===== src/hw/dccm_pkg.sv =====
////////////////////////////////////////
// dccm_pkg
// widths and shared types of the DCCM
// port controller: load/store packet,
// bank words, the write port and the
// two views of a double word
////////////////////////////////////////
`default_nettype none

package dccm_pkg;

   localparam int DCCM_BITS       = 16;  // byte address width
   localparam int DCCM_DATA_WIDTH = 32;  // data bits per bank
   localparam int DCCM_ECC_WIDTH  = 7;   // ecc bits per bank
   localparam int DCCM_BYTE_WIDTH = 4;   // bytes per bank word
   localparam int DCCM_WIDTH_BITS = 2;   // byte offset within a bank word
   localparam int DCCM_BANK_BITS  = 1;   // bank select sits at addr bit 2

   typedef logic [DCCM_BITS-1:0] dccm_addr_t;

   // one load/store op, only one of by/half/word is set
   typedef struct packed {
      logic valid;
      logic load;
      logic store;
      logic dma;
      logic by;
      logic half;
      logic word;
   } lsu_pkt_t;

   // full bank word as stored in the array
   typedef struct packed {
      logic [DCCM_ECC_WIDTH-1:0]  ecc;
      logic [DCCM_DATA_WIDTH-1:0] data;
   } dccm_fdata_t;

   typedef struct packed {
      logic        en;
      dccm_addr_t  addr_lo;
      dccm_addr_t  addr_hi;
      dccm_fdata_t data_lo;
      dccm_fdata_t data_hi;
   } dccm_wr_t;

   typedef struct packed {
      logic [DCCM_DATA_WIDTH-1:0] hi;
      logic [DCCM_DATA_WIDTH-1:0] lo;
   } dccm_banks_t;

   // byte view for the forward merge, bank view for assembly and shift
   typedef union packed {
      dccm_banks_t                         banks;
      logic [2*DCCM_BYTE_WIDTH-1:0][7:0]   bytes;
   } dccm_dword_u;

endpackage

`default_nettype wire


===== src/hw/dccm_ctl_top.sv =====
////////////////////////////////////////
// dccm_ctl_top
// DCCM port controller of the load/store
// unit, pipe d to m to r
////////////////////////////////////////
`timescale 1ns/1ns
`default_nettype none

module dccm_ctl_top (
   input  wire                          clk,
   input  wire                          rst,
   input  wire dccm_pkg::lsu_pkt_t      lsu_pkt_d,
   input  wire dccm_pkg::dccm_addr_t    lsu_addr_d,
   input  wire                          lsu_commit_r,
   input  wire                          stbuf_reqvld_any,
   input  wire dccm_pkg::dccm_addr_t    stbuf_addr_any,
   input  wire dccm_pkg::dccm_fdata_t   stbuf_data_any,
   input  wire dccm_pkg::dccm_dword_u   stbuf_fwd_data_m,
   input  wire [2*dccm_pkg::DCCM_BYTE_WIDTH-1:0] stbuf_fwd_byteen_m,
   input  wire                          dma_dccm_wen,
   input  wire dccm_pkg::dccm_fdata_t   dma_wdata_lo,
   input  wire dccm_pkg::dccm_fdata_t   dma_wdata_hi,
   input  wire dccm_pkg::dccm_fdata_t   dccm_rd_data_lo,   // valid in m
   input  wire dccm_pkg::dccm_fdata_t   dccm_rd_data_hi,
   input  wire                          single_ecc_error_lo_r,
   input  wire                          single_ecc_error_hi_r,
   input  wire                          double_ecc_error_r,
   input  wire dccm_pkg::dccm_fdata_t   sec_data_lo_r,
   input  wire dccm_pkg::dccm_fdata_t   sec_data_hi_r,
   output logic                         dccm_rden,
   output dccm_pkg::dccm_addr_t         dccm_rd_addr_lo,
   output dccm_pkg::dccm_addr_t         dccm_rd_addr_hi,
   output dccm_pkg::dccm_wr_t           dccm_wr,
   output logic                         lsu_stbuf_commit_any,
   output logic [dccm_pkg::DCCM_DATA_WIDTH-1:0] lsu_ld_data_r,
   output logic [dccm_pkg::DCCM_DATA_WIDTH-1:0] lsu_ld_data_corr_r,
   output logic                         ld_single_ecc_error_r
);
   import dccm_pkg::*;

   lsu_pkt_t   pkt_d, pkt_m, pkt_r;
   dccm_addr_t addr_d, addr_m, addr_r;
   dccm_addr_t end_d, end_m, end_r;
   logic       rden_d;
   logic       dual_r;
   logic       fix_pending;
   dccm_wr_t   fix_wr;

   lsu_stage_pipe i_lsu_stage_pipe (
      .clk, .rst, .lsu_pkt_d, .lsu_addr_d,
      .pkt_d, .pkt_m, .pkt_r,
      .addr_d, .addr_m, .addr_r,
      .end_d, .end_m, .end_r,
      .rden_d, .dual_r
   );

   dccm_port_arb i_dccm_port_arb (
      .pkt_d, .addr_d, .end_d, .rden_d,
      .stbuf_reqvld_any, .stbuf_addr_any, .stbuf_data_any,
      .dma_dccm_wen, .dma_wdata_lo, .dma_wdata_hi,
      .fix_pending, .fix_wr,
      .dccm_rden, .dccm_rd_addr_lo, .dccm_rd_addr_hi,
      .dccm_wr, .lsu_stbuf_commit_any
   );

   ld_data_align i_ld_data_align (
      .clk, .rst, .pkt_m, .dual_r, .addr_r,
      .dccm_rd_data_lo, .dccm_rd_data_hi,
      .stbuf_fwd_data_m, .stbuf_fwd_byteen_m,
      .sec_data_lo_r, .sec_data_hi_r,
      .lsu_ld_data_r, .lsu_ld_data_corr_r
   );

   ecc_fix_ctl i_ecc_fix_ctl (
      .clk, .rst, .pkt_d, .pkt_m, .pkt_r,
      .addr_d, .end_d, .addr_m, .end_m, .addr_r, .end_r,
      .lsu_commit_r, .single_ecc_error_lo_r, .single_ecc_error_hi_r,
      .double_ecc_error_r, .sec_data_lo_r, .sec_data_hi_r,
      .ld_single_ecc_error_r, .fix_pending, .fix_wr
   );

endmodule

`default_nettype wire


===== src/hw/dccm_port_arb.sv =====
////////////////////////////////////////
// dccm_port_arb
// drives the DCCM read and write ports;
// write priority is ecc fix, then DMA,
// then the store buffer drain
////////////////////////////////////////
`timescale 1ns/1ns
`default_nettype none

module dccm_port_arb (
   input  wire dccm_pkg::lsu_pkt_t    pkt_d,
   input  wire dccm_pkg::dccm_addr_t  addr_d,
   input  wire dccm_pkg::dccm_addr_t  end_d,
   input  wire                        rden_d,
   input  wire                        stbuf_reqvld_any,
   input  wire dccm_pkg::dccm_addr_t  stbuf_addr_any,
   input  wire dccm_pkg::dccm_fdata_t stbuf_data_any,
   input  wire                        dma_dccm_wen,
   input  wire dccm_pkg::dccm_fdata_t dma_wdata_lo,
   input  wire dccm_pkg::dccm_fdata_t dma_wdata_hi,
   input  wire                        fix_pending,
   input  wire dccm_pkg::dccm_wr_t    fix_wr,
   output logic                       dccm_rden,
   output dccm_pkg::dccm_addr_t       dccm_rd_addr_lo,
   output dccm_pkg::dccm_addr_t       dccm_rd_addr_hi,
   output dccm_pkg::dccm_wr_t         dccm_wr,
   output logic                       lsu_stbuf_commit_any
);
   import dccm_pkg::*;

   logic [DCCM_BANK_BITS-1:0] sb_bank;
   logic [DCCM_BANK_BITS-1:0] rd_bank_lo;
   logic [DCCM_BANK_BITS-1:0] rd_bank_hi;
   logic                      bank_clash;
   logic                      wr_busy;

   assign dccm_rden       = rden_d;
   assign dccm_rd_addr_lo = addr_d;
   assign dccm_rd_addr_hi = end_d;   // hi bank reads the end word for dual loads

   assign sb_bank    = stbuf_addr_any[DCCM_WIDTH_BITS +: DCCM_BANK_BITS];
   assign rd_bank_lo = addr_d[DCCM_WIDTH_BITS +: DCCM_BANK_BITS];
   assign rd_bank_hi = end_d[DCCM_WIDTH_BITS +: DCCM_BANK_BITS];
   assign bank_clash = (sb_bank == rd_bank_lo) | (sb_bank == rd_bank_hi);

   assign wr_busy = dma_dccm_wen | fix_pending;

   // drain is allowed beside a read only when the banks differ
   assign lsu_stbuf_commit_any = stbuf_reqvld_any & ~wr_busy & (~rden_d | ~bank_clash);

   always_comb begin
      if (fix_pending) begin
         dccm_wr = fix_wr;
      end else if (dma_dccm_wen) begin
         dccm_wr.addr_lo = addr_d;
         dccm_wr.addr_hi = end_d;
         dccm_wr.data_lo = dma_wdata_lo;
         dccm_wr.data_hi = dma_wdata_hi;
      end else begin
         dccm_wr.addr_lo = stbuf_addr_any;   // same word on both banks
         dccm_wr.addr_hi = stbuf_addr_any;
         dccm_wr.data_lo = stbuf_data_any;
         dccm_wr.data_hi = stbuf_data_any;
      end
      dccm_wr.en = fix_pending | dma_dccm_wen | lsu_stbuf_commit_any;
   end

   // DMA writes take their address from the d stage, so the op must be there
   always_comb begin
      a_dma_pkt_at_d: assert (!dma_dccm_wen || (pkt_d.valid && pkt_d.dma && pkt_d.store))
         else $error("dma write without a dma store packet at d");
   end

endmodule

`default_nettype wire


===== src/hw/ecc_fix_ctl.sv =====
////////////////////////////////////////
// ecc_fix_ctl
// qualifies single bit load errors at r
// and holds address and corrected data
// for the write back one cycle later
////////////////////////////////////////
`timescale 1ns/1ns
`default_nettype none

module ecc_fix_ctl (
   input  wire                        clk,
   input  wire                        rst,
   input  wire dccm_pkg::lsu_pkt_t    pkt_d,
   input  wire dccm_pkg::lsu_pkt_t    pkt_m,
   input  wire dccm_pkg::lsu_pkt_t    pkt_r,
   input  wire dccm_pkg::dccm_addr_t  addr_d,
   input  wire dccm_pkg::dccm_addr_t  end_d,
   input  wire dccm_pkg::dccm_addr_t  addr_m,
   input  wire dccm_pkg::dccm_addr_t  end_m,
   input  wire dccm_pkg::dccm_addr_t  addr_r,
   input  wire dccm_pkg::dccm_addr_t  end_r,
   input  wire                        lsu_commit_r,
   input  wire                        single_ecc_error_lo_r,
   input  wire                        single_ecc_error_hi_r,
   input  wire                        double_ecc_error_r,
   input  wire dccm_pkg::dccm_fdata_t sec_data_lo_r,
   input  wire dccm_pkg::dccm_fdata_t sec_data_hi_r,
   output logic                       ld_single_ecc_error_r,
   output logic                       fix_pending,
   output dccm_pkg::dccm_wr_t         fix_wr
);
   import dccm_pkg::*;

   logic        ld_err_lo, ld_err_hi;
   logic        dma_st_d, dma_st_m;
   logic        kill_lo, kill_hi;
   logic        fix_lo_ns, fix_hi_ns;
   logic        fix_lo_q, fix_hi_q;
   dccm_addr_t  sec_addr_lo_q, sec_addr_hi_q;
   dccm_fdata_t sec_lo_q, sec_hi_q;

   function automatic logic same_word(input dccm_addr_t a, input dccm_addr_t b);
      return a[DCCM_BITS-1:DCCM_WIDTH_BITS] == b[DCCM_BITS-1:DCCM_WIDTH_BITS];
   endfunction

   assign ld_err_lo = pkt_r.valid & pkt_r.load & single_ecc_error_lo_r;
   assign ld_err_hi = pkt_r.valid & pkt_r.load & single_ecc_error_hi_r;
   assign ld_single_ecc_error_r = (ld_err_lo | ld_err_hi) & ~double_ecc_error_r;

   // a younger DMA store to the failing word makes the fix stale
   assign dma_st_d = pkt_d.valid & pkt_d.store & pkt_d.dma;
   assign dma_st_m = pkt_m.valid & pkt_m.store & pkt_m.dma;
   assign kill_lo  = (dma_st_d & (same_word(addr_d, addr_r) | same_word(end_d, addr_r))) |
                     (dma_st_m & (same_word(addr_m, addr_r) | same_word(end_m, addr_r)));
   assign kill_hi  = (dma_st_d & (same_word(addr_d, end_r) | same_word(end_d, end_r))) |
                     (dma_st_m & (same_word(addr_m, end_r) | same_word(end_m, end_r)));

   assign fix_lo_ns = ld_err_lo & ~double_ecc_error_r & (lsu_commit_r | pkt_r.dma) & ~kill_lo;
   assign fix_hi_ns = ld_err_hi & ~double_ecc_error_r & (lsu_commit_r | pkt_r.dma) & ~kill_hi;

   always_ff @(posedge clk) begin
      if (rst) begin
         fix_lo_q <= 1'b0;
         fix_hi_q <= 1'b0;
      end else begin
         fix_lo_q <= fix_lo_ns;
         fix_hi_q <= fix_hi_ns;
      end
   end

   always_ff @(posedge clk) begin
      if (ld_single_ecc_error_r) begin
         sec_addr_lo_q <= addr_r;
         sec_addr_hi_q <= end_r;
         sec_lo_q      <= sec_data_lo_r;
         sec_hi_q      <= sec_data_hi_r;
      end
   end

   assign fix_pending = fix_lo_q | fix_hi_q;

   // hi only failure puts its word on both banks
   always_comb begin
      fix_wr.en      = fix_pending;
      fix_wr.addr_lo = fix_lo_q ? sec_addr_lo_q : sec_addr_hi_q;
      fix_wr.addr_hi = fix_hi_q ? sec_addr_hi_q : sec_addr_lo_q;
      fix_wr.data_lo = fix_lo_q ? sec_lo_q : sec_hi_q;
      fix_wr.data_hi = fix_hi_q ? sec_hi_q : sec_lo_q;
   end

endmodule

`default_nettype wire


===== src/hw/ld_data_align.sv =====
////////////////////////////////////////
// ld_data_align
// captures bank and forward data into r,
// merges forwarded store buffer bytes
// over DCCM bytes and right justifies
// the raw and corrected load data
////////////////////////////////////////
`timescale 1ns/1ns
`default_nettype none

module ld_data_align (
   input  wire                           clk,
   input  wire                           rst,
   input  wire dccm_pkg::lsu_pkt_t       pkt_m,
   input  wire                           dual_r,
   input  wire dccm_pkg::dccm_addr_t     addr_r,
   input  wire dccm_pkg::dccm_fdata_t    dccm_rd_data_lo,
   input  wire dccm_pkg::dccm_fdata_t    dccm_rd_data_hi,
   input  wire dccm_pkg::dccm_dword_u    stbuf_fwd_data_m,
   input  wire [2*dccm_pkg::DCCM_BYTE_WIDTH-1:0] stbuf_fwd_byteen_m,
   input  wire dccm_pkg::dccm_fdata_t    sec_data_lo_r,
   input  wire dccm_pkg::dccm_fdata_t    sec_data_hi_r,
   output logic [dccm_pkg::DCCM_DATA_WIDTH-1:0] lsu_ld_data_r,
   output logic [dccm_pkg::DCCM_DATA_WIDTH-1:0] lsu_ld_data_corr_r
);
   import dccm_pkg::*;

   localparam int DW_BYTES = 2*DCCM_BYTE_WIDTH;

   logic                       ld_m;
   logic [DCCM_DATA_WIDTH-1:0] rd_lo_r;
   logic [DCCM_DATA_WIDTH-1:0] rd_hi_r;
   dccm_dword_u                fwd_data_r;
   logic [DW_BYTES-1:0]        fwd_byteen_r;
   dccm_dword_u                mem_raw;
   dccm_dword_u                mem_corr;
   dccm_dword_u                merged_raw;
   dccm_dword_u                merged_corr;
   logic [4:0]                 shamt;

   // forwarded bytes win over the array bytes
   function automatic dccm_dword_u merge_fwd(input dccm_dword_u mem,
                                             input dccm_dword_u fwd,
                                             input logic [DW_BYTES-1:0] byteen);
      dccm_dword_u res;
      for (int i = 0; i < DW_BYTES; i++) begin
         res.bytes[i] = byteen[i] ? fwd.bytes[i] : mem.bytes[i];
      end
      return res;
   endfunction

   assign ld_m = pkt_m.valid & pkt_m.load;

   always_ff @(posedge clk) begin
      if (rst) begin
         fwd_byteen_r <= '0;
      end else if (ld_m) begin
         fwd_byteen_r <= stbuf_fwd_byteen_m;
      end
   end

   always_ff @(posedge clk) begin
      if (ld_m) begin
         rd_lo_r    <= dccm_rd_data_lo.data;
         rd_hi_r    <= dccm_rd_data_hi.data;
         fwd_data_r <= stbuf_fwd_data_m;
      end
   end

   // the hi bank only holds load bytes when the access crosses a word
   always_comb begin
      mem_raw.banks.lo  = rd_lo_r;
      mem_raw.banks.hi  = rd_hi_r & {DCCM_DATA_WIDTH{dual_r}};
      mem_corr.banks.lo = sec_data_lo_r.data;
      mem_corr.banks.hi = sec_data_hi_r.data & {DCCM_DATA_WIDTH{dual_r}};
   end

   assign merged_raw  = merge_fwd(mem_raw, fwd_data_r, fwd_byteen_r);
   assign merged_corr = merge_fwd(mem_corr, fwd_data_r, fwd_byteen_r);

   assign shamt = {addr_r[DCCM_WIDTH_BITS-1:0], 3'b000};   // byte offset times 8

   assign lsu_ld_data_r      = DCCM_DATA_WIDTH'(merged_raw.banks >> shamt);
   assign lsu_ld_data_corr_r = DCCM_DATA_WIDTH'(merged_corr.banks >> shamt);

endmodule

`default_nettype wire


===== src/hw/lsu_stage_pipe.sv =====
////////////////////////////////////////
// lsu_stage_pipe
// d stage decode of end address, dual
// and read need; carries packet and
// addresses through m and r
////////////////////////////////////////
`timescale 1ns/1ns
`default_nettype none

module lsu_stage_pipe (
   input  wire                     clk,
   input  wire                     rst,
   input  wire dccm_pkg::lsu_pkt_t lsu_pkt_d,
   input  wire dccm_pkg::dccm_addr_t lsu_addr_d,
   output dccm_pkg::lsu_pkt_t      pkt_d,
   output dccm_pkg::lsu_pkt_t      pkt_m,
   output dccm_pkg::lsu_pkt_t      pkt_r,
   output dccm_pkg::dccm_addr_t    addr_d,
   output dccm_pkg::dccm_addr_t    addr_m,
   output dccm_pkg::dccm_addr_t    addr_r,
   output dccm_pkg::dccm_addr_t    end_d,
   output dccm_pkg::dccm_addr_t    end_m,
   output dccm_pkg::dccm_addr_t    end_r,
   output logic                    rden_d,
   output logic                    dual_r
);
   import dccm_pkg::*;

   logic [1:0] size_m1;   // access size minus one
   logic       dual_d;
   logic       dual_m;

   assign pkt_d  = lsu_pkt_d;
   assign addr_d = lsu_addr_d;

   assign size_m1 = lsu_pkt_d.word ? 2'd3 : (lsu_pkt_d.half ? 2'd1 : 2'd0);
   assign end_d   = lsu_addr_d + dccm_addr_t'(size_m1);
   assign dual_d  = end_d[DCCM_BITS-1:DCCM_WIDTH_BITS] !=
                    lsu_addr_d[DCCM_BITS-1:DCCM_WIDTH_BITS];

   // aligned word stores overwrite the whole word and the ecc, no read needed
   assign rden_d = lsu_pkt_d.valid &
                   (lsu_pkt_d.load |
                    (lsu_pkt_d.store & (~lsu_pkt_d.word |
                                        (lsu_addr_d[DCCM_WIDTH_BITS-1:0] != '0))));

   always_ff @(posedge clk) begin
      if (rst) begin
         pkt_m <= '0;
         pkt_r <= '0;
      end else begin
         pkt_m <= lsu_pkt_d;
         pkt_r <= pkt_m;
      end
   end

   always_ff @(posedge clk) begin
      addr_m <= lsu_addr_d;
      end_m  <= end_d;
      dual_m <= dual_d;
      addr_r <= addr_m;
      end_r  <= end_m;
      dual_r <= dual_m;
   end

endmodule

`default_nettype wire


===== config.mk =====
export PLATFORM = sky130hd
export DESIGN_NAME = dccm_ctl_top
export DESIGN_NICKNAME = d
export VERILOG_FILES = /design/src/hw/dccm_pkg.sv /design/src/hw/dccm_ctl_top.sv /design/src/hw/dccm_port_arb.sv /design/src/hw/ecc_fix_ctl.sv /design/src/hw/ld_data_align.sv /design/src/hw/lsu_stage_pipe.sv
export SDC_FILE = /design/constraint.sdc
export NUM_CORES = 1
export LEC_CHECK = 0
export ABC_AREA = 1
export BUFFER_PORTS_ARGS = -buffer_cell sky130_fd_sc_hd__buf_2
export CAP_MARGIN = 0
export CORE_AREA = 2 2 231 233
export CTS_CLUSTER_DIAMETER = 80
export DETAILED_ROUTE_END_ITERATION = 16
export DIE_AREA = 0 0 233 235
export PLACE_DENSITY = 0.69
export RECOVER_POWER = 25
export SLEW_MARGIN = 40
export SYNTH_ARGS = -nofsm -noshare
export SYNTH_HDL_FRONTEND = slang
export SYNTH_HIERARCHICAL = 1
export SYNTH_SLANG_ARGS = --single-unit

===== constraint.sdc =====
create_clock -name clk -period 7.4 [get_ports clk]
set_clock_uncertainty 0.1 [all_clocks]
set_input_delay 0.74 -clock clk [delete_from_list [all_inputs] [get_ports clk]]
set_output_delay 0.74 -clock clk [all_outputs]
set_load 0.05 [all_outputs]

# --- After elaboration in Yosys (flattened, before gate mapping) ---
# Index checks and enable logic that the tools add are counted.
# W data, S select, Z words.
classes:
  n_addsub: 1
  eq_ne: 11
  shifts: 2
  mux: 24
  bitwise_logic: 47
  reduce_logical: 1
op_table:
  columns: ["operator", "count"]
  rows:
  - ["$mux W110", 2]
  - ["$mux W8", 16]
  - ["$shr A64 B5 Y32", 2]
  - ["$eq A14 B14 Y1", 8]
  - ["$mux W39", 2]
  - ["$and A32 B32 Y32", 2]
  - ["$mux W16", 2]
  - ["$and A1 B1 Y1", 23]
  - ["$add A16 B2 Y16", 1]
  - ["$or A1 B1 Y1", 15]
  - ["$ne A14 B14 Y1", 1]
  - ["$not A1 Y1", 7]
  - ["$eq A1 B1 Y1", 2]
  - ["$mux W2", 1]
  - ["$reduce_bool A2 Y1", 1]
  - ["$mux W1", 1]
word_totals:
  regBits: 321
  word_cells: 111

# --- Logic depth before layout (Yosys ltp) ---
depth:
  ltp_word: 9
  ltp_mapped: 22
  mapped_depth_nobuf: 22

# --- Hierarchy ---
# Netlist, hierarchy kept.
modules_own_cells:
  columns: ["mod", "n_inst", "cells_each", "area_each_um2", "seq_area_each_um2"]
  rows:
  - ["ecc_fix_ctl", 1, 893, 6590.1, 3343.2]
  - ["ld_data_align", 1, 749, 6485.0, 3503.4]
  - ["lsu_stage_pipe", 1, 221, 2342.2, 1601.5]
  - ["dccm_port_arb", 1, 473, 2313.5, 0.0]

# --- Worst setup path after synthesis ---
# No wires, ideal clock.
synth_path:
  path_type: "input-to-output"
  start: "in double_ecc_error_r"
  end: "out ld_single_ecc_error_r"
  arrival_time_ns: 3.547
  slack_ns: 3.013
  stages: 3
  path_buffers: 0
  path_cell_list: "inv_1 nand4_1 nand2_1"
synth_via:
  elab_chain_cells: 2
synth_rtl:
  columns: ["element", "line", "text"]
  rows:
  - ["from (decl)", "dccm_ctl_top.sv:27", "input wire double_ecc_error_r,"]
  - ["$not A1 Y1", "ecc_fix_ctl.sv:48", "assign ld_single_ecc_error_r = (ld_err_lo | ld_err_hi) & ~double_ecc_error_r;"]
  - ["$and A1 B1 Y1", "ecc_fix_ctl.sv:48", null]
  - ["to (decl)", "dccm_ctl_top.sv:37", "output logic ld_single_ecc_error_r"]
# No other way between the ends.

==> results.py <==
metrics = {
    "floorplanning": {
        "die_w_um": 233,
        "start_util": 0.335,
        "dieHeight_um": 235,
        "core-area_um2": 52200,
        "pin_count": 602,
        "die-area_um2": 54800,
        "row_count": 84,
    },
    "power": {
        "clkPwrFrac": 0.384,
        "p_leak_uw": 0.0102,
        "powerDensity_nw_per_um2": 224,
        "netSwitchingFraction": 0.335,
        "seqPwrFrac": 0.398,
        "p_sw_uw": 1610,
        "vdd_drop_max_mv": 0.270,
        "p_int_uw": 3190,
        "p_comb_frac": 0.218,
    },
    "worst_setup_path": {
        "start_kind": "flop",
        "cp_top_family": "buffers and inverters",
        "critPathSlowestCell": "buf_4",
        "worst-path-buf-inv": 4,
        "slowest_delay_ns": 0.56,
        "required_ns": 6.56,
        "cp_cell_sequence": "inv_1, nand2_1, inv_6, buf_4, nor2_1, a31oi_1, buf_2",
        "endpoint_kind": "output port",
        "cp_max_fo": 65,
        "critPathKind": "reg2out",
        "worstPathArrival_ns": 3.38,
    },
    "route": {
        "viasPerCell": 5.17,
        "dr.pass1.iters": 9,
        "routed_wl_um": 70400,
        "vias": 18100,
        "ant_nets": 0,
        "first_iter_violations": 1833,
        "wl_per_cell_um": 20.2,
        "drc": 0,
    },
    "status": {
        "outcome": "finished clean",
    },
    "cts": {
        "cts_max_level": 2,
        "cts_tree": "yes",
        "cts_repair_resize_count": 0,
        "cts_buffer_depth": 3,
        "numCtsBuffers": 39,
        "clock-sinks": 304,
        "clkLatencyLatePin_ns": 0.55,
        "clk_pin_slew_ns": 0.06,
        "holdBufCountCts": 0,
        "post_cts_buffers": 0,
        "root_buffer": "clkbuf_16",
    },
    "synth": {
        "syn_nets": 2707,
        "syn_area_per_cell_um2": 7.57,
        "synth_area_um2": 17500,
        "netlist_instances": 2312,
        "yosys_warnings": 6,
    },
    "placement": {
        "hpwl_um": 53700,
        "gp_routability_congestion": 0.985,
        "place.port_buffers": 569,
    },
    "global_route": {
        "grt_pass1_vias": 16200,
        "grt_overflow": 0,
        "antenna_found_initial": 21,
        "grt_first_pass_wirelength_um": 100000,
        "grt_max_degree": 115,
        "grt.total_usage": 0.247,
    },
    "timing": {
        "drv_slew": 0,
        "hold_slack_ns": 0.226,
        "rsz0062_at_grt": "false",
        "fmax_mhz": 237,
        "worst_pin_slew_ns": 0.880,
        "hold_viol": 0,
        "setup_viol": 0,
        "fin_crit_ns": 4.22,
        "relSlewSlack": 0.413,
        "fin_crit_sh": 0.570,
        "timing.setup.tns_ns": 0,
    },
    "finish": {
        "finalNetCount": 3157,
        "layout-drive-gt1-share": 0.234,
        "syn2layout_area_growth_pct": 22.6,
    },
    "flow_run": {
        "drv_cap": 0,
    },
    "worst_hold_path": {
        "hold_path_class": "reg2reg",
    },
}
[path summary, 6_finish.rpt]
kind                                                    to  cells past startpoint                            startpoint  slack, ns
hold reg to reg         i_lsu_stage_pipe/addr_r[1]$_DFF_P_                      0    i_lsu_stage_pipe/addr_m[1]$_DFF_P_       0.23
setup reg to reg  i_ld_data_align/fwd_data_r[49]$_DFFE_PP_                      3  i_lsu_stage_pipe/pkt_m[6]$_SDFF_PP0_       4.81
hold / removal          i_lsu_stage_pipe/addr_r[1]$_DFF_P_                      0    i_lsu_stage_pipe/addr_m[1]$_DFF_P_       0.23
setup / recovery                               dccm_wr[35]                      7     i_ecc_fix_ctl/fix_lo_q$_SDFF_PP0_       3.18
[per-stage QoR]
step / instance area, µm² / worst slack [ns] / util / power, µW / std cells
after global routing: 21500 / 3.01 / 0.411 / 4980 / 3489
final: 21500 / 3.18 / 0.411 / 4800 / 3490
after floorplan: 17500 / 3.01 / - / 2660 / 2312
after detailed placement: 20200 / 3.41 / 0.387 / 2980 / 3408
after global placement: 20200 / 3.12 / 0.387 / 2980 / 3408
after CTS: 21500 / 2.82 / 0.411 / 4830 / 3480
[layout by cell type (no fill, tap or decap), types with 18 or more instances in the layout]
| master | count |
|---|---|
| nand2_1 | 798 |
| buf_2 | 526 |
| nand3_1 | 367 |
| edfxtp_1 | 222 |
| nor2_1 | 203 |
| inv_1 | 129 |
| o21ai_0 | 110 |
| a31oi_1 | 109 |
| dfxtp_1 | 79 |
| clkbuf_1 | 50 |
| clkbuf_16 | 39 |
| inv_2 | 35 |
| xnor2_1 | 18 |
[metal layers]
metal,wire [µm],share of wire,GRT usage
met4,3120,0.044,0.110
met1,28700,0.41,0.328
met5,91,0.0013,0
met3,7010,0.099,0.0528
met2,31500,0.45,0.384
[cell type report]
cell class                 count  area, µm²
antenna                        9       22.5
multi-input combinational   1665       7430
timing repair buffer         582       2930
clock buffer                  50       1050
inverter                     170        657
clock inverter                22        210
tap                          688        861
sequential                   304       8310
fill                        5395      30800
[power groups by stage]
stage	Sequential, µW	Combinational (µW)	Clock [µW]
after global placement	1950	1030	0
final	1910	1050	1850
after detailed placement	1950	1030	0
after global routing	1920	1110	1950
after CTS	1910	1040	1880
after floorplan	1930	725	0
[state kept, by name, summed over array words and instances (netlist names), 24 cells and up]
name,cells
i_ecc_fix_ctl/sec_hi_q,39
i_ld_data_align/fwd_data_r,56
i_ecc_fix_ctl/sec_lo_q,39
i_ld_data_align/rd_lo_r,32
i_ld_data_align/rd_hi_r,24
[worst register-to-register path, stage by stage (launching register included)]
cell and delay, ns:
dfxtp_1 0.36, nand2_1 0.50, inv_4 0.57, buf_6 0.65
(Power assumes the default switching activity.)
